**config.mk**
```make
export PLATFORM = sky130hd
export DESIGN_NAME = load_top
export DESIGN_NICKNAME = d
export VERILOG_FILES = /design/src/common/pll_pkg.sv /design/src/common/loader_pkg.sv /design/src/verilog/load_top.sv /design/src/verilog/reconfig_seq.sv /design/src/verilog/write_router.sv /design/src/loader/reg_inject.sv /design/src/loader/prg_tracker.sv /design/src/loader/rom_map.sv
export SDC_FILE = /design/constraint.sdc
export NUM_CORES = 1
export LEC_CHECK = 0
export ABC_AREA = 1
export BUFFER_PORTS_ARGS = -buffer_cell sky130_fd_sc_hd__buf_4
export CORE_ASPECT_RATIO = 0.5
export CORE_MARGIN = 2
export CORE_UTILIZATION = 63
export CTS_CLUSTER_DIAMETER = 60
export CTS_CLUSTER_SIZE = 12
export DETAILED_ROUTE_END_ITERATION = 8
export GPL_TIMING_DRIVEN = 0
export PLACE_DENSITY = 0.88
export SLEW_MARGIN = 30
export SYNTH_ARGS = -nofsm -noshare
export SYNTH_HDL_FRONTEND = slang
export SYNTH_SLANG_ARGS = --single-unit
```
**constraint.sdc**
```tcl
create_clock -name clk_32 -period 4.95 [get_ports clk_32]
set_input_delay 0.7425 -clock clk_32 [delete_from_list [all_inputs] [get_ports clk_32]]
set_output_delay 0.7425 -clock clk_32 [all_outputs]
set_load 0.01 [all_outputs]
```
**src/common/pll_pkg.sv**
```systemverilog
package pll_pkg;

    // ==================================================
    // Video clock reconfiguration
    // ==================================================

    // Cycles allowed for busy to drop after reconfigure
    localparam int RECONF_TIMEOUT = 1000;
    localparam int RECONF_CNT_W   = $clog2(RECONF_TIMEOUT + 1);

    typedef enum logic [1:0] {
        // Watching the synchronized standard select
        IDLE,
        // Parameter store rewrite in flight
        LOAD,
        // Holding reconfigure until the generator is free
        WAIT_IDLE,
        // Reconfigure issued, waiting for busy to clear
        RUN
    } reconf_state_t;

endpackage

```
**src/common/loader_pkg.sv**
```systemverilog
package loader_pkg;

    typedef logic [15:0] addr_t;
    typedef logic [7:0]  byte_t;

    // ==================================================
    // ROM image regions, keyed by image address [15:13]
    // ==================================================
    localparam logic [2:0] RGN_DRIVE_LO    = 3'b000;
    localparam logic [2:0] RGN_DRIVE_HI    = 3'b001;
    localparam logic [2:0] RGN_KERNAL_PAL  = 3'b010;
    localparam logic [2:0] RGN_KERNAL_NTSC = 3'b011;
    localparam logic [2:0] RGN_BASIC       = 3'b100;
    localparam logic [2:0] RGN_CHAR        = 3'b101;

    // Target base of each region
    localparam addr_t DRIVE_ROM_BASE = 16'h0000;
    localparam addr_t KERNAL_BASE    = 16'hE000;
    localparam addr_t BASIC_BASE     = 16'hC000;
    localparam addr_t CHAR_BASE      = 16'h8000;

    // ==================================================
    // Program loading
    // ==================================================
    localparam addr_t RAW_LOAD_BASE = 16'hA000;
    // Load address header, low byte first
    localparam int HDR_LEN = 2;

    // Core-internal RAM windows, everything else is external
    localparam addr_t INT0_LO = 16'h0000;
    localparam addr_t INT0_HI = 16'h03FF;
    localparam addr_t INT1_LO = 16'h1000;
    localparam addr_t INT1_HI = 16'h1FFF;
    localparam addr_t INT2_LO = 16'h9400;
    localparam addr_t INT2_HI = 16'h97FF;

    // Zero page pointers patched with the end address
    localparam addr_t INJECT_ADDRS [8] = '{
        16'h002D, 16'h002E, 16'h002F, 16'h0030,
        16'h0031, 16'h0032, 16'h00AE, 16'h00AF
    };
    localparam int INJECT_LEN   = 32;
    localparam int INJECT_CNT_W = $clog2(INJECT_LEN);

endpackage
```
**src/verilog/load_top.sv**
```systemverilog
`timescale 1ns/100ps

module load_top import loader_pkg::*; (
    input  logic  clk_32,
    input  logic  rst_i,
    input  logic  download_i,
    input  byte_t index_i,
    input  logic  wr_i,
    input  addr_t addr_i,
    input  byte_t data_i,
    input  logic  raw_load_i,
    input  logic  ntsc_i,
    input  logic  pll_busy_i,
    output logic  core_we_o,
    output logic  mem_we_o,
    output logic  drive_we_o,
    output addr_t wr_addr_o,
    output byte_t wr_data_o,
    output logic  force_reset_o,
    output logic  pll_write_o,
    output logic  pll_reconfig_o,
    output logic  pll_reset_o
);

    logic  rom_wr;
    logic  prg_wr;
    logic  prg_active;
    logic  rom_we;
    addr_t rom_addr;
    byte_t rom_data;
    logic  rom_drive;
    logic  prg_we;
    addr_t prg_addr;
    byte_t prg_data;
    addr_t end_addr;
    logic  hit_base;
    logic  inj_we;
    addr_t inj_addr;
    byte_t inj_data;

    // Index 0 is the ROM image, anything else a program
    assign rom_wr     = wr_i && (index_i == '0);
    assign prg_wr     = wr_i && (index_i != '0);
    assign prg_active = download_i && (index_i != '0);

    rom_map u_rom_map (
        .clk_32, .rst_i, .rom_wr_i(rom_wr), .addr_i, .data_i,
        .rom_we_o(rom_we), .rom_addr_o(rom_addr), .rom_data_o(rom_data),
        .rom_drive_o(rom_drive)
    );

    prg_tracker u_prg_tracker (
        .clk_32, .rst_i, .prg_wr_i(prg_wr), .raw_load_i, .addr_i, .data_i,
        .prg_we_o(prg_we), .prg_addr_o(prg_addr), .prg_data_o(prg_data),
        .end_addr_o(end_addr), .hit_base_o(hit_base)
    );

    reg_inject u_reg_inject (
        .clk_32, .rst_i, .prg_active_i(prg_active), .end_addr_i(end_addr),
        .hit_base_i(hit_base), .inj_we_o(inj_we), .inj_addr_o(inj_addr),
        .inj_data_o(inj_data), .force_reset_o
    );

    write_router u_write_router (
        .clk_32, .rst_i,
        .rom_we_i(rom_we), .rom_addr_i(rom_addr), .rom_data_i(rom_data),
        .rom_drive_i(rom_drive),
        .prg_we_i(prg_we), .prg_addr_i(prg_addr), .prg_data_i(prg_data),
        .inj_we_i(inj_we), .inj_addr_i(inj_addr), .inj_data_i(inj_data),
        .core_we_o, .mem_we_o, .drive_we_o, .wr_addr_o, .wr_data_o
    );

    reconfig_seq u_reconfig_seq (
        .clk_32, .rst_i, .ntsc_i, .pll_busy_i,
        .pll_write_o, .pll_reconfig_o, .pll_reset_o
    );

endmodule

```
**src/verilog/reconfig_seq.sv**
```systemverilog
`timescale 1ns/100ps

module reconfig_seq import pll_pkg::*; (
    input  logic clk_32,
    input  logic rst_i,
    input  logic ntsc_i,
    input  logic pll_busy_i,
    output logic pll_write_o,
    output logic pll_reconfig_o,
    output logic pll_reset_o
);

    reconf_state_t           state;
    logic                    ntsc_s1;
    logic                    ntsc_s2;
    logic                    ntsc_last;
    logic [RECONF_CNT_W-1:0] timeout_cnt;

    // ==================================================
    // Standard change sequencer
    // ==================================================
    always_ff @(posedge clk_32) begin
        if (rst_i) begin
            // PLL starts in PAL, so NTSC at reset triggers a retune
            ntsc_s1        <= 1'b0;
            ntsc_s2        <= 1'b0;
            ntsc_last      <= 1'b0;
            state          <= IDLE;
            timeout_cnt    <= '0;
            pll_write_o    <= 1'b0;
            pll_reconfig_o <= 1'b0;
            pll_reset_o    <= 1'b0;
        end else begin
            ntsc_s1        <= ntsc_i;
            ntsc_s2        <= ntsc_s1;
            pll_write_o    <= 1'b0;
            pll_reconfig_o <= 1'b0;
            pll_reset_o    <= 1'b0;
            case (state)
                IDLE: begin
                    ntsc_last <= ntsc_s2;
                    if (ntsc_s2 != ntsc_last) begin
                        pll_write_o <= 1'b1;
                        state       <= LOAD;
                    end
                end
                LOAD: begin
                    state <= WAIT_IDLE;
                end
                WAIT_IDLE: begin
                    if (!pll_busy_i) begin
                        pll_reconfig_o <= 1'b1;
                        timeout_cnt    <= RECONF_CNT_W'(RECONF_TIMEOUT);
                        state          <= RUN;
                    end
                end
                RUN: begin
                    timeout_cnt <= timeout_cnt - 1'b1;
                    if (!pll_reconfig_o && !pll_busy_i) begin
                        state <= IDLE;
                    end else if (timeout_cnt == RECONF_CNT_W'(1)) begin
                        // Generator stuck busy, kick its reset
                        pll_reset_o <= 1'b1;
                        state       <= IDLE;
                    end
                end
                default: begin
                    state <= IDLE;
                end
            endcase
        end
    end

    // Reconfigure is only issued into an idle generator
    assert property (@(posedge clk_32) disable iff (rst_i)
        $rose(pll_reconfig_o) |-> !pll_busy_i)
        else $error("reconfig_seq: reconfigure raised while busy");

endmodule

```
**src/verilog/write_router.sv**
```systemverilog
`timescale 1ns/100ps

module write_router import loader_pkg::*; (
    input  logic  clk_32,
    input  logic  rst_i,
    input  logic  rom_we_i,
    input  addr_t rom_addr_i,
    input  byte_t rom_data_i,
    input  logic  rom_drive_i,
    input  logic  prg_we_i,
    input  addr_t prg_addr_i,
    input  byte_t prg_data_i,
    input  logic  inj_we_i,
    input  addr_t inj_addr_i,
    input  byte_t inj_data_i,
    output logic  core_we_o,
    output logic  mem_we_o,
    output logic  drive_we_o,
    output addr_t wr_addr_o,
    output byte_t wr_data_o
);

    addr_t sel_addr;
    byte_t sel_data;
    logic  ram_we;
    logic  internal;

    assign ram_we = prg_we_i || inj_we_i;

    always_comb begin
        if (rom_we_i) begin
            sel_addr = rom_addr_i;
            sel_data = rom_data_i;
        end else if (inj_we_i) begin
            sel_addr = inj_addr_i;
            sel_data = inj_data_i;
        end else begin
            sel_addr = prg_addr_i;
            sel_data = prg_data_i;
        end
    end

    // Core RAM windows, rest goes to external memory
    assign internal = (sel_addr >= INT0_LO && sel_addr <= INT0_HI) ||
                      (sel_addr >= INT1_LO && sel_addr <= INT1_HI) ||
                      (sel_addr >= INT2_LO && sel_addr <= INT2_HI);

    always_ff @(posedge clk_32) begin
        if (rst_i) begin
            core_we_o  <= 1'b0;
            mem_we_o   <= 1'b0;
            drive_we_o <= 1'b0;
            wr_addr_o  <= '0;
            wr_data_o  <= '0;
        end else begin
            core_we_o  <= (rom_we_i && !rom_drive_i) || (ram_we && internal);
            mem_we_o   <= ram_we && !internal;
            drive_we_o <= rom_we_i && rom_drive_i;
            if (rom_we_i || ram_we) begin
                wr_addr_o <= sel_addr;
                wr_data_o <= sel_data;
            end
        end
    end

    // Loader blocks take turns, never two strobes at once
    assert property (@(posedge clk_32) disable iff (rst_i)
        $onehot0({rom_we_i, prg_we_i, inj_we_i}))
        else $error("write_router: colliding write strobes");

endmodule

```
**src/loader/reg_inject.sv**
```systemverilog
`timescale 1ns/100ps

module reg_inject import loader_pkg::*; (
    input  logic  clk_32,
    input  logic  rst_i,
    input  logic  prg_active_i,
    input  addr_t end_addr_i,
    input  logic  hit_base_i,
    output logic  inj_we_o,
    output addr_t inj_addr_o,
    output byte_t inj_data_o,
    output logic  force_reset_o
);

    logic                    active_d;
    logic                    prg_fall;
    logic                    inj_slot;
    logic [INJECT_CNT_W-1:0] seq_cnt;

    assign prg_fall = active_d && !prg_active_i;

    // Odd counts in the first half carry the eight pointer writes
    assign inj_slot = seq_cnt[0] && !seq_cnt[INJECT_CNT_W-1];

    // ==================================================
    // Injection sequence
    // ==================================================
    always_ff @(posedge clk_32) begin
        if (rst_i) begin
            active_d      <= 1'b0;
            seq_cnt       <= '0;
            inj_we_o      <= 1'b0;
            force_reset_o <= 1'b0;
        end else begin
            active_d      <= prg_active_i;
            inj_we_o      <= inj_slot;
            force_reset_o <= 1'b0;
            if (prg_fall) begin
                seq_cnt <= INJECT_CNT_W'(1);
            end else if (seq_cnt != '0) begin
                // Wraps back to zero after the last count
                seq_cnt <= seq_cnt + 1'b1;
            end
            if (seq_cnt == INJECT_CNT_W'(INJECT_LEN - 1)) begin
                force_reset_o <= hit_base_i;
            end
        end
    end

    // Even pointer entries take the low byte, odd ones the high byte
    always_ff @(posedge clk_32) begin
        if (inj_slot) begin
            inj_addr_o <= INJECT_ADDRS[seq_cnt[3:1]];
            inj_data_o <= seq_cnt[1] ? end_addr_i[15:8] : end_addr_i[7:0];
        end
    end

    // Host must not finish another download while pointers are patched
    assert property (@(posedge clk_32) disable iff (rst_i)
        (seq_cnt != '0) |-> !prg_fall)
        else $error("reg_inject: sequence restarted at count %0d", seq_cnt);

endmodule

```
**src/loader/prg_tracker.sv**
```systemverilog
`timescale 1ns/100ps

module prg_tracker import loader_pkg::*; (
    input  logic  clk_32,
    input  logic  rst_i,
    input  logic  prg_wr_i,
    input  logic  raw_load_i,
    input  addr_t addr_i,
    input  byte_t data_i,
    output logic  prg_we_o,
    output addr_t prg_addr_o,
    output byte_t prg_data_o,
    output addr_t end_addr_o,
    output logic  hit_base_o
);

    addr_t next_addr;
    addr_t target;
    logic  first_byte;
    logic  hdr_byte;

    assign first_byte = (addr_i == '0);
    assign hdr_byte   = !raw_load_i && (addr_i < addr_t'(HDR_LEN));

    // Raw images have no header and start at the fixed base
    assign target = (raw_load_i && first_byte) ? RAW_LOAD_BASE : next_addr;

    // ==================================================
    // Load address tracking
    // ==================================================
    always_ff @(posedge clk_32) begin
        if (rst_i) begin
            prg_we_o   <= 1'b0;
            next_addr  <= '0;
            end_addr_o <= '0;
            hit_base_o <= 1'b0;
        end else begin
            prg_we_o <= 1'b0;
            if (prg_wr_i) begin
                // Byte 0 marks a new download
                if (first_byte) begin
                    hit_base_o <= 1'b0;
                end
                if (hdr_byte) begin
                    if (first_byte) begin
                        next_addr[7:0] <= data_i;
                    end else begin
                        next_addr[15:8] <= data_i;
                    end
                end else begin
                    prg_we_o   <= 1'b1;
                    next_addr  <= target + 16'd1;
                    end_addr_o <= target;
                    // Cartridge image at $A000 needs a restart to run
                    if (target == RAW_LOAD_BASE) begin
                        hit_base_o <= 1'b1;
                    end
                end
            end
        end
    end

    always_ff @(posedge clk_32) begin
        if (prg_wr_i) begin
            prg_addr_o <= target;
            prg_data_o <= data_i;
        end
    end

endmodule

```
**src/loader/rom_map.sv**
```systemverilog
`timescale 1ns/100ps

module rom_map import loader_pkg::*; (
    input  logic  clk_32,
    input  logic  rst_i,
    input  logic  rom_wr_i,
    input  addr_t addr_i,
    input  byte_t data_i,
    output logic  rom_we_o,
    output addr_t rom_addr_o,
    output byte_t rom_data_o,
    output logic  rom_drive_o
);

    logic  hit;
    logic  drive;
    addr_t target;

    // Region decode on the top three image address bits
    always_comb begin
        hit    = 1'b1;
        drive  = 1'b0;
        target = '0;
        case (addr_i[15:13])
            RGN_DRIVE_LO, RGN_DRIVE_HI: begin
                drive  = 1'b1;
                target = DRIVE_ROM_BASE | {2'b00, addr_i[13:0]};
            end
            // Both kernal variants share one slot
            RGN_KERNAL_PAL, RGN_KERNAL_NTSC: begin
                target = KERNAL_BASE | {3'b000, addr_i[12:0]};
            end
            RGN_BASIC: begin
                target = BASIC_BASE | {3'b000, addr_i[12:0]};
            end
            RGN_CHAR: begin
                target = CHAR_BASE | {4'b0000, addr_i[11:0]};
            end
            default: begin
                // Top 16K of the image is thrown away
                hit = 1'b0;
            end
        endcase
    end

    always_ff @(posedge clk_32) begin
        if (rst_i) begin
            rom_we_o <= 1'b0;
        end else begin
            rom_we_o <= rom_wr_i && hit;
        end
    end

    always_ff @(posedge clk_32) begin
        if (rom_wr_i) begin
            rom_addr_o  <= target;
            rom_data_o  <= data_i;
            rom_drive_o <= drive;
        end
    end

endmodule

```
==> run_summary.xml, run 1 <==
<?xml version="1.0" encoding="UTF-8"?>
<metrics>
  <group name="grt">
    <metric name="globalRouteTotalUtil" unit="">0.335</metric>
    <metric name="grt_pass1_vias" unit="">5337</metric>
    <metric name="grt_antenna_before_repair" unit="">0</metric>
    <metric name="grt_pass1_wl" unit="mm">27.8</metric>
    <metric name="grt-ovfl-total" unit="">0</metric>
    <metric name="grt_max_degree" unit="">21</metric>
  </group>
  <group name="power_and_ir_drop">
    <metric name="vdd_drop_max" unit="mV">0.270</metric>
    <metric name="power_leakage" unit="nW">3.40</metric>
    <metric name="power.density" unit="nW/um2">461</metric>
  </group>
  <group name="clocking">
    <metric name="post_cts_hold_buffer_count" unit="">0</metric>
    <metric name="cts_repair_resize_count" unit="">0</metric>
    <metric name="number_of_cts_inserted_buffers" unit="">17</metric>
    <metric name="clock-sinks" unit="">150</metric>
    <metric name="cts-htree-levels" unit="">4</metric>
    <metric name="cts_post_setup_buffers_inserted" unit="">0</metric>
    <metric name="clk_transition_reported_paths" unit="ps">70</metric>
    <metric name="insertion_delay" unit="ps">430</metric>
    <metric name="cts.path.max_buffers" unit="">2</metric>
    <metric name="cts-root-buf" unit="">clkbuf_16</metric>
    <metric name="clock_tree_from_tritoncts" unit="">done</metric>
  </group>
  <group name="die">
    <metric name="core_region_area" unit="um2">10100</metric>
    <metric name="die_area" unit="um2">11200</metric>
    <metric name="die_w" unit="um">148</metric>
    <metric name="start_util" unit="">0.644</metric>
    <metric name="pin_count" unit="">70</metric>
    <metric name="die_height" unit="um">75.9</metric>
    <metric name="rows" unit="">26</metric>
  </group>
  <group name="critical_path">
    <metric name="cp_data_arrival_time" unit="ps">2750</metric>
    <metric name="crit_required" unit="ps">5270</metric>
    <metric name="worst_setup_path_end_kind" unit="">flip-flop</metric>
    <metric name="crit_fanout" unit="">9</metric>
    <metric name="critical_path_source_type" unit="">primary input</metric>
    <metric name="worst_r2r_path_depth" unit="">13</metric>
    <metric name="criticalPathCategory" unit="">in -&gt; reg</metric>
  </group>
  <group name="sta">
    <metric name="min_period" unit="ps">2440</metric>
    <metric name="maxSlewViolCount" unit="">0</metric>
    <metric name="whs" unit="ps">435</metric>
    <metric name="worstMarginPinSlew" unit="ps">804</metric>
    <metric name="final-hold-violation-count" unit="">0</metric>
    <metric name="period_share" unit="">0.492</metric>
    <metric name="max_freq" unit="MHz">410</metric>
    <metric name="setup-tns-final" unit="ps">0</metric>
    <metric name="slew-limit-headroom" unit="">0.463</metric>
    <metric name="finalClockSkew" unit="ps">8.28</metric>
    <metric name="setup_viol_count_final" unit="">0</metric>
    <metric name="rsz0062_at_grt" unit="">false</metric>
  </group>
  <group name="final_layout">
    <metric name="nNetsFinal" unit="">887</metric>
    <metric name="postLayoutCellArea" unit="um2">7910</metric>
    <metric name="fillers" unit="">620</metric>
    <metric name="areaGrowthSynthToFinish" unit="%">21.4</metric>
    <metric name="antenna_cells_inserted" unit="">0</metric>
    <metric name="post_route_cells_drive_above_1_share" unit="">0.157</metric>
  </group>
  <group name="status">
    <metric name="status" unit="">complete, no violations</metric>
  </group>
  <group name="synthesis">
    <metric name="post_synth_instance_area" unit="um2">6510</metric>
    <metric name="cell_with_the_most_instances_after_synthesis" unit="">nand2_1</metric>
    <metric name="count_of_flip_flops_with_a_built_in_enable_after_synthesis" unit="">62</metric>
    <metric name="post_synth_main_area_contributors" unit="">edfxtp_1 (29%), dfxtp_1 (27%), nand2_1 (6.2%), nor2_1 (5.5%), o21ai_0 (5.3%)</metric>
    <metric name="synth_nets" unit="">798</metric>
    <metric name="synth.mux.area_fraction" unit="">0</metric>
    <metric name="ys_seq_elements" unit="">150</metric>
    <metric name="synth_top_cell_area_share" unit="">0.286</metric>
    <metric name="synth_top_family_by_area" unit="">simple AND/OR/NAND/NOR gates</metric>
    <metric name="async_reset_ff_frac" unit="">0</metric>
    <metric name="yosysWarningCount" unit="">0</metric>
    <metric name="post_synth.cell_area_avg" unit="um2">8.72</metric>
    <metric name="synth_cell_type_count" unit="">37</metric>
    <metric name="ys.flop_type" unit="">dfxtp_1</metric>
    <metric name="synth_commonest_cells" unit="">nand2_1 (107), nor2_1 (96), inv_1 (90)</metric>
    <metric name="synth.yosys.seq_area_share" unit="">0.556</metric>
    <metric name="compound_gate_portion_of_the_synthesized_area" unit="">0.164</metric>
    <metric name="synth-adder-area-share" unit="">0.0231</metric>
    <metric name="syn_inst" unit="">747</metric>
    <metric name="post_synth_and_or_nand_nor_area_fraction" unit="">0.177</metric>
    <metric name="synth_largest_area_cell" unit="">edfxtp_1</metric>
    <metric name="synth_xor_xnor_area_share" unit="">0.00538</metric>
  </group>
  <group name="hold_path">
    <metric name="worstHoldPathType" unit="">reg -&gt; reg</metric>
    <metric name="worstHoldPathCells" unit="">2</metric>
  </group>
  <group name="placed_design">
    <metric name="dp_hpwl" unit="mm">12.6</metric>
    <metric name="io_buffer_count" unit="">68</metric>
    <metric name="postPlaceCellArea" unit="um2">7260</metric>
    <metric name="gp_congestion" unit="">0.955</metric>
  </group>
  <group name="routing">
    <metric name="routed-via-count" unit="">5845</metric>
    <metric name="mean_routed_wirelength_per_cell" unit="um">18.6</metric>
    <metric name="drtAntennaViolNets" unit="">0</metric>
    <metric name="finalWirelength" unit="mm">18.4</metric>
    <metric name="residual_drc" unit="">0</metric>
    <metric name="dr.pass1.iters" unit="">5</metric>
    <metric name="via_per_inst" unit="">5.91</metric>
    <metric name="drt_first_iter_violations" unit="">693</metric>
  </group>
  <group name="job">
    <metric name="max_cap_viol_count" unit="">0</metric>
  </group>
</metrics>
## metrics by stage
step	power [mW]	instances	setup WS, ps	util
global placement	2.19	955	724	0.711
CTS	3.62	989	2620	0.781
global route	3.78	989	2400	0.781
floorplan	1.98	747	1840	-
detailed placement	2.23	957	2180	0.717
finish	3.64	989	2510	0.781
## final cells by class
type,instances,area [um2],area share
Multi-Input combinational cell,473,2430,0.307
Buffer,27,116,0.0147
Tap cell,140,175,0.0222
Clock buffer,23,553,0.0700
Clock inverter,9,93.8,0.0119
Inverter,97,364,0.0461
Timing Repair Buffer,70,553,0.0700
Sequential cell,150,3620,0.458
## logic make-up (layout without fill, tap and decap cells)
family,count (synthesis),count (layout)
simple gates,268,268
xor+xnor,4,4
flops,150,150
buf+inv,124,226
fa+ha+maj,12,12
compound gates,189,189
## metal layers
layer	vias up	GRT usage	wire, um
li1	2688	-	-
met1	2711	0.438	7360
met2	393	0.542	8400
met3	53	0.0934	2240
met4	0	0.139	444
met5	-	0	0
## critical path, stage by stage
cell and delay [ps]:
buf_4 120, nor2_1 100, nand2_1 90, nor4_1 420
nand2_2 270, o21ai_2 470, inv_1 250, o21ai_0 220
a21oi_1 70
## path summary, 6_finish.rpt
check / start / slack [ps] / end
max: addr_i[5] / 2510 / u_prg_tracker.next_addr[12]
min: u_reconfig_seq.ntsc_s1 / 430 / u_reconfig_seq.ntsc_s2
max reg2reg: u_reconfig_seq.state[0] / 2700 / u_reconfig_seq.timeout_cnt[7]
min reg2reg: u_reconfig_seq.ntsc_s1 / 430 / u_reconfig_seq.ntsc_s2
## layout by cell type (no fill, tap or decap), types with 3 or more instances in the layout
| cell type | n |
|---|---|
| inv_1 | 90 |
| ha_1 | 12 |
| a21oi_1 | 64 |
| nand2_2 | 9 |
| a211oi_1 | 5 |
| clkbuf_1 | 23 |
| o21bai_1 | 8 |
| a31oi_1 | 10 |
| buf_4 | 68 |
| dfxtp_1 | 88 |
| nor3_1 | 8 |
| o22ai_1 | 10 |
| nand2_1 | 107 |
| o21ai_0 | 69 |
| nand3_1 | 33 |
| nor2_4 | 4 |
| inv_2 | 5 |
| nor2_2 | 3 |
| nor3_2 | 4 |
| inv_4 | 3 |
| edfxtp_1 | 62 |
| clkbuf_16 | 21 |
| a22oi_1 | 15 |
| nor2_1 | 93 |
## power by group
| part | switching, mW | total, mW | internal [mW] | leakage (nW) |
|---|---|---|---|---|
| Combinational | 0.452 | 0.700 | 0.248 | 1.78 |
| Clock | 0.546 | 1.39 | 0.848 | 0.320 |
| Sequential | 0.0934 | 1.55 | 1.46 | 1.30 |
## state kept, by name, indices dropped and copies added, names as in the netlist, 2 cells and up
register and cells:
u_reg_inject.inj_data_o 8, u_reg_inject.inj_addr_o 5, u_prg_tracker.end_addr_o 16, u_write_router.wr_data_o 8
u_prg_tracker.next_addr 16, u_reconfig_seq.state 2, u_prg_tracker.prg_data_o 8, u_reconfig_seq.timeout_cnt 10
u_rom_map.rom_data_o 8, u_write_router.wr_addr_o 16, u_rom_map.rom_addr_o 16, u_prg_tracker.prg_addr_o 16
u_reg_inject.seq_cnt 5
Power figures use the tool's default switching activity.
==> inputs of run 2 (changes only) <==
--- a/config.mk
+++ b/config.mk
@@ -9,12 +9,12 @@
 export BUFFER_PORTS_ARGS = -buffer_cell sky130_fd_sc_hd__buf_4
 export CORE_ASPECT_RATIO = 0.5
 export CORE_MARGIN = 2
-export CORE_UTILIZATION = 63
+export CORE_UTILIZATION = 58
 export CTS_CLUSTER_DIAMETER = 60
 export CTS_CLUSTER_SIZE = 12
 export DETAILED_ROUTE_END_ITERATION = 8
 export GPL_TIMING_DRIVEN = 0
-export PLACE_DENSITY = 0.88
+export PLACE_DENSITY = 0.82
 export SLEW_MARGIN = 30
 export SYNTH_ARGS = -nofsm -noshare
 export SYNTH_HDL_FRONTEND = slang
==> constraint.sdc (replaced) <==
create_clock -name clk_32 -period 2.45 [get_ports clk_32]
set_input_delay 0.3675 -clock clk_32 [delete_from_list [all_inputs] [get_ports clk_32]]
set_output_delay 0.3675 -clock clk_32 [all_outputs]
set_load 0.01 [all_outputs]
==> run 2 against run 1 <==
Sequential power grew 100%. Critical path depth is 1 higher. Clock skew decreased by 0.99 ps. Largest power group unchanged. Highest routed layer unchanged.
==> run_summary.xml, run 2 (synthesized netlist as in run 1, its figures left out) <==
<?xml version="1.0" encoding="UTF-8"?>
<metrics>
  <group name="power_and_ir_drop">
    <metric name="power.share.sequential" unit="">0.434</metric>
    <metric name="p_int" unit="mW">5.08</metric>
    <metric name="power.share.switching" unit="">0.292</metric>
    <metric name="vdd_drop_max" unit="mV">0.598</metric>
    <metric name="power_leakage" unit="nW">3.38</metric>
    <metric name="power.clock.fraction" unit="">0.374</metric>
    <metric name="power.total" unit="mW">7.18</metric>
    <metric name="switchingPower" unit="mW">2.09</metric>
    <metric name="power.density" unit="nW/um2">912</metric>
    <metric name="comb_power_share" unit="">0.192</metric>
  </group>
  <group name="clocking">
    <metric name="cts_post_setup_buffers_inserted" unit="">0</metric>
    <metric name="insertion_delay" unit="ps">420</metric>
    <metric name="cts-root-buf" unit="">clkbuf_16</metric>
    <metric name="clock-sinks" unit="">150</metric>
    <metric name="cts.path.max_buffers" unit="">2</metric>
    <metric name="clock_tree_from_tritoncts" unit="">done</metric>
    <metric name="cts-htree-levels" unit="">4</metric>
    <metric name="cts_repair_resize_count" unit="">0</metric>
    <metric name="number_of_cts_inserted_buffers" unit="">17</metric>
    <metric name="clk_transition_reported_paths" unit="ps">60</metric>
    <metric name="post_cts_hold_buffer_count" unit="">0</metric>
  </group>
  <group name="sta">
    <metric name="min_period" unit="ps">2230</metric>
    <metric name="finalClockSkew" unit="ps">7.30</metric>
    <metric name="post-route-worst-setup-slack" unit="ps">221</metric>
    <metric name="period_share" unit="">0.910</metric>
    <metric name="final-hold-violation-count" unit="">0</metric>
    <metric name="setup_viol_count_final" unit="">0</metric>
    <metric name="slew-limit-headroom" unit="">0.468</metric>
    <metric name="max_freq" unit="MHz">449</metric>
    <metric name="maxSlewViolCount" unit="">0</metric>
    <metric name="whs" unit="ps">149</metric>
    <metric name="rsz0062_at_grt" unit="">false</metric>
    <metric name="worstMarginPinSlew" unit="ps">797</metric>
    <metric name="setup-tns-final" unit="ps">0</metric>
  </group>
  <group name="critical_path">
    <metric name="crit_fanout" unit="">10</metric>
    <metric name="timing.critical_path.max_delay_family" unit="">simple AND/OR/NAND/NOR gates</metric>
    <metric name="crit_path_max_incr_delay" unit="ps">460</metric>
    <metric name="crit_required" unit="ps">2730</metric>
    <metric name="timing.critical_path.cells" unit="">buf_4 &gt; nor2_1 &gt; nand2_1 &gt; nor4_1 &gt; nand2_2 &gt; nand2_1 &gt; inv_2 &gt; clkbuf_1 &gt; o21ai_0 &gt; a21oi_1</metric>
    <metric name="criticalPathCategory" unit="">in -&gt; reg</metric>
    <metric name="cpMaxStageDelayCell" unit="">nor4_1</metric>
    <metric name="critical_path.n_buffers_inverters" unit="">3</metric>
    <metric name="timing.critical_path.mode_cell" unit="">nand2_1</metric>
    <metric name="worst_setup_path_end_kind" unit="">flip-flop</metric>
    <metric name="critical_path_source_type" unit="">primary input</metric>
    <metric name="cp_data_arrival_time" unit="ps">2510</metric>
  </group>
  <group name="grt">
    <metric name="grt_pass1_wl" unit="mm">27.9</metric>
    <metric name="grt-ovfl-total" unit="">0</metric>
    <metric name="grt_pass1_vias" unit="">5473</metric>
    <metric name="grt_max_degree" unit="">28</metric>
    <metric name="grt_antenna_before_repair" unit="">1</metric>
    <metric name="globalRouteTotalUtil" unit="">0.303</metric>
  </group>
  <group name="final_layout">
    <metric name="areaGrowthSynthToFinish" unit="%">20.9</metric>
    <metric name="post_route_cells_drive_above_1_share" unit="">0.154</metric>
    <metric name="fillers" unit="">803</metric>
    <metric name="final_common_cell" unit="">nand2_1</metric>
    <metric name="nNetsFinal" unit="">887</metric>
    <metric name="final_cell_mix" unit="">nand2_1 (107), nor2_1 (93), inv_1 (90)</metric>
  </group>
  <group name="routing">
    <metric name="residual_drc" unit="">0</metric>
    <metric name="routed-via-count" unit="">5753</metric>
    <metric name="finalWirelength" unit="mm">17.9</metric>
    <metric name="dr.pass1.iters" unit="">5</metric>
    <metric name="via_per_inst" unit="">5.78</metric>
    <metric name="drt_first_iter_violations" unit="">648</metric>
    <metric name="drtAntennaViolNets" unit="">0</metric>
    <metric name="mean_routed_wirelength_per_cell" unit="um">18.0</metric>
  </group>
  <group name="placed_design">
    <metric name="pre_cts_slack" unit="ps">-206</metric>
    <metric name="gp_congestion" unit="">0.946</metric>
    <metric name="dp_hpwl" unit="mm">12.6</metric>
    <metric name="io_buffer_count" unit="">68</metric>
  </group>
  <group name="die">
    <metric name="die_w" unit="um">154</metric>
    <metric name="pin_count" unit="">70</metric>
    <metric name="die_height" unit="um">78.9</metric>
    <metric name="start_util" unit="">0.593</metric>
    <metric name="core_region_area" unit="um2">11000</metric>
    <metric name="die_area" unit="um2">12100</metric>
    <metric name="rows" unit="">27</metric>
  </group>
  <group name="hold_path">
    <metric name="worstHoldPathType" unit="">in -&gt; reg</metric>
  </group>
  <group name="status">
    <metric name="status" unit="">complete, no violations</metric>
  </group>
  <group name="job">
    <metric name="max_cap_viol_count" unit="">0</metric>
  </group>
</metrics>
==> run 2: area by class of cell <==
cell class / instances / area, um2 / area share
buffer: 27 / 116 / 0.0148
multi-input combinational: 474 / 2430 / 0.309
antenna: 1 / 2.50 / 0.000318
sequential: 150 / 3620 / 0.460
tap: 145 / 181 / 0.0230
timing repair buffer: 69 / 538 / 0.0684
clock buffer: 24 / 536 / 0.0680
clock inverter: 8 / 77.6 / 0.00986
inverter: 97 / 364 / 0.0463
==> run 2: stage by stage <==
stage	cell area [um2]	util	std cells
CTS	7860	0.716	993
floorplan	6520	-	747
detailed placement	7250	0.660	961
finish	7870	0.717	995
global placement	7210	0.656	960
global route	7870	0.717	994
==> run 2: routing by layer <==
| layer | vias to the layer above | GRT usage | wire length [um] |
|---|---|---|---|
| li1 | 2702 | - | - |
| met1 | 2649 | 0.391 | 7230 |
| met2 | 353 | 0.499 | 8250 |
| met3 | 49 | 0.0748 | 1960 |
| met4 | 0 | 0.125 | 494 |
| met5 | - | 0 | 0 |
==> run 2: path summary, 6_finish.rpt <==
kind	startpoint	to	slack (ps)	cells after the start
min reg2reg	u_reconfig_seq.ntsc_s1	u_reconfig_seq.ntsc_s2	440	2
min	data_i[7]	u_rom_map.rom_data_o[7]	150	1
max	addr_i[5]	u_prg_tracker.end_addr_o[11]	220	10
max reg2reg	u_rom_map.rom_we_o	u_write_router.wr_data_o[6]	320	6
==> run 2: power groups by stage <==
stage               Combinational, mW  Clock, mW  Sequential [mW]
global placement                 1.28          0             3.15
CTS                              1.36       2.69             3.11
global route                     1.53       2.80             3.15
floorplan                       0.837          0             3.16
finish                           1.38       2.68             3.12
detailed placement               1.34          0             3.16
==> inputs of run 3 (changes only) <==
--- a/config.mk
+++ b/config.mk
@@ -14,7 +14,8 @@
 export CTS_CLUSTER_SIZE = 12
 export DETAILED_ROUTE_END_ITERATION = 8
 export GPL_TIMING_DRIVEN = 0
-export PLACE_DENSITY = 0.82
+export MAX_ROUTING_LAYER = met4
+export PLACE_DENSITY = 0.78
 export SLEW_MARGIN = 30
 export SYNTH_ARGS = -nofsm -noshare
 export SYNTH_HDL_FRONTEND = slang
==> run 3 against run 2 <==
Critical path depth stayed put. Die area stayed put. Global-route usage is 0.73 points higher. Clock-buffer cell count is 3 lower. Combinational power hardly changed. Wire length is 2.0% lower. Largest power group unchanged.
==> run_summary.xml, run 3 (synthesized netlist as in run 1, its figures left out) <==
<?xml version="1.0" encoding="UTF-8"?>
<metrics>
  <group name="status">
    <metric name="status" unit="">complete, no violations</metric>
  </group>
  <group name="routing">
    <metric name="finalWirelength" unit="mm">17.6</metric>
    <metric name="dr.pass1.iters" unit="">7</metric>
    <metric name="mean_routed_wirelength_per_cell" unit="um">17.7</metric>
    <metric name="drt_first_iter_violations" unit="">532</metric>
    <metric name="residual_drc" unit="">0</metric>
    <metric name="via_per_inst" unit="">5.75</metric>
    <metric name="routed-via-count" unit="">5718</metric>
    <metric name="drtAntennaViolNets" unit="">0</metric>
  </group>
  <group name="grt">
    <metric name="grt_max_degree" unit="">28</metric>
    <metric name="grt_pass1_vias" unit="">5390</metric>
    <metric name="grt-ovfl-total" unit="">0</metric>
    <metric name="globalRouteTotalUtil" unit="">0.311</metric>
    <metric name="grt_pass1_wl" unit="mm">27.8</metric>
    <metric name="grt_antenna_before_repair" unit="">0</metric>
  </group>
  <group name="sta">
    <metric name="finalClockSkew" unit="ps">8.33</metric>
    <metric name="rsz0062_at_grt" unit="">false</metric>
    <metric name="setup_viol_count_final" unit="">0</metric>
    <metric name="setup-tns-final" unit="ps">0</metric>
    <metric name="min_period" unit="ps">2150</metric>
    <metric name="maxSlewViolCount" unit="">0</metric>
    <metric name="period_share" unit="">0.877</metric>
    <metric name="final-hold-violation-count" unit="">0</metric>
    <metric name="slew-limit-headroom" unit="">0.429</metric>
    <metric name="whs" unit="ps">148</metric>
    <metric name="worstMarginPinSlew" unit="ps">855</metric>
    <metric name="max_freq" unit="MHz">465</metric>
  </group>
  <group name="hold_path">
    <metric name="min-delay-start" unit="">data_i[7]</metric>
    <metric name="worstHoldPathCells" unit="">1</metric>
    <metric name="worstHoldPathType" unit="">in -&gt; reg</metric>
    <metric name="timing.hold.worst_endpoint" unit="">u_rom_map.rom_data_o[7]</metric>
  </group>
  <group name="clocking">
    <metric name="insertion_delay" unit="ps">420</metric>
    <metric name="number_of_cts_inserted_buffers" unit="">17</metric>
    <metric name="cts-htree-levels" unit="">4</metric>
    <metric name="clock-sinks" unit="">150</metric>
    <metric name="cts_repair_resize_count" unit="">0</metric>
    <metric name="cts.path.max_buffers" unit="">2</metric>
    <metric name="cts_post_setup_buffers_inserted" unit="">0</metric>
    <metric name="clock_tree_from_tritoncts" unit="">done</metric>
    <metric name="cts-root-buf" unit="">clkbuf_16</metric>
    <metric name="clk_transition_reported_paths" unit="ps">60</metric>
    <metric name="post_cts_hold_buffer_count" unit="">0</metric>
  </group>
  <group name="final_layout">
    <metric name="postLayoutCellArea" unit="um2">7860</metric>
    <metric name="final_cell_mix" unit="">nand2_1 (107), nor2_1 (93), inv_1 (90)</metric>
    <metric name="fillers" unit="">809</metric>
    <metric name="final_common_cell" unit="">nand2_1</metric>
    <metric name="antenna_cells_inserted" unit="">0</metric>
    <metric name="nNetsFinal" unit="">887</metric>
    <metric name="post_route_cells_drive_above_1_share" unit="">0.154</metric>
    <metric name="areaGrowthSynthToFinish" unit="%">20.7</metric>
    <metric name="post_layout_nonfiller_instances" unit="">994</metric>
  </group>
  <group name="die">
    <metric name="die_w" unit="um">154</metric>
    <metric name="die_area" unit="um2">12100</metric>
    <metric name="core_region_area" unit="um2">11000</metric>
    <metric name="die_height" unit="um">78.9</metric>
    <metric name="start_util" unit="">0.593</metric>
    <metric name="rows" unit="">27</metric>
    <metric name="pin_count" unit="">70</metric>
  </group>
  <group name="critical_path">
    <metric name="rr_endpoint" unit="">u_write_router.core_we_o</metric>
    <metric name="cp_data_arrival_time" unit="ps">2430</metric>
    <metric name="timing.critical_path.cells" unit="">buf_4 &gt; nor2_1 &gt; nand2_1 &gt; nor4_1 &gt; nand2_2 &gt; nand2_1 &gt; inv_2 &gt; clkbuf_1 &gt; o21ai_0 &gt; a21oi_1</metric>
    <metric name="timing.reg2reg.setup_slack" unit="ps">300</metric>
    <metric name="worst_setup_path_end_kind" unit="">flip-flop</metric>
    <metric name="critical_path_source_type" unit="">primary input</metric>
    <metric name="crit_path_max_incr_delay" unit="ps">430</metric>
    <metric name="cpMaxStageDelayCell" unit="">nor4_1</metric>
    <metric name="regToRegStartpoint" unit="">u_rom_map.rom_we_o</metric>
    <metric name="crit_fanout" unit="">10</metric>
    <metric name="crit_required" unit="ps">2730</metric>
    <metric name="criticalPathCategory" unit="">in -&gt; reg</metric>
    <metric name="worst_r2r_path_depth" unit="">6</metric>
    <metric name="timing.critical_path.mode_cell" unit="">nand2_1</metric>
  </group>
  <group name="power_and_ir_drop">
    <metric name="vdd_drop_max" unit="mV">0.561</metric>
    <metric name="power.total" unit="mW">7.16</metric>
    <metric name="power.density" unit="nW/um2">910</metric>
    <metric name="power_leakage" unit="nW">3.36</metric>
  </group>
  <group name="job">
    <metric name="max_cap_viol_count" unit="">0</metric>
  </group>
  <group name="placed_design">
    <metric name="placedCellCount" unit="">961</metric>
    <metric name="gp_congestion" unit="">0.925</metric>
    <metric name="postPlaceCellArea" unit="um2">7250</metric>
    <metric name="dp_hpwl" unit="mm">12.4</metric>
    <metric name="io_buffer_count" unit="">68</metric>
  </group>
</metrics>
-- run 3: worst max-delay path by stage --
stage	startpoint	to	slack, ps	cells after the start
4_1_cts	index_i[1]	u_prg_tracker.end_addr_o[12]	210	10
3_3_place_gp	index_i[0]	u_rom_map.rom_addr_o[7]	-660	6
3_5_place_dp	index_i[1]	u_prg_tracker.end_addr_o[12]	-120	10
6_report	addr_i[5]	u_prg_tracker.end_addr_o[12]	300	10
2_1_floorplan	index_i[0]	u_rom_map.rom_addr_o[0]	200	5
5_1_grt	u_reconfig_seq.state[0]	u_reconfig_seq.timeout_cnt[7]	140	13
-- run 3: area by class of cell --
type / instances / area, um2 / share of cell area
sequential: 150 / 3620 / 0.461
clock inverter: 11 / 148 / 0.0188
tap: 145 / 181 / 0.0231
multi-input combinational: 474 / 2430 / 0.309
timing repair buffer: 69 / 538 / 0.0684
buffer: 27 / 116 / 0.0148
clock buffer: 21 / 460 / 0.0586
inverter: 97 / 364 / 0.0463
-- run 3: where the power goes --
part           switching, mW  internal, mW
clock network           1.03          1.66
registers              0.178          2.94
logic                  0.860         0.493
-- run 3: layer usage --
layer  GRT usage  routed length (um)
met1       0.405                7430
met2       0.481                8020
met3      0.0797                1860
met4       0.106                 269
met5           -                   0
-- run 3: metrics by stage --
| step | setup WS (ps) | util |
|---|---|---|
| after floorplan | 196 | - |
| after global placement | -657 | 0.656 |
| after detailed placement | -116 | 0.660 |
| after CTS | 212 | 0.716 |
| after global routing | 142 | 0.716 |
| final | 300 | 0.716 |
-- run 3: worst max-delay path: cells and delay by family --
| family | cells | cell delay (ps) |
|---|---|---|
| buffers and inverters | 3 | 510 |
| AO/OA/AOI/OAI | 2 | 390 |
| AND/OR/NAND/NOR | 5 | 1160 |
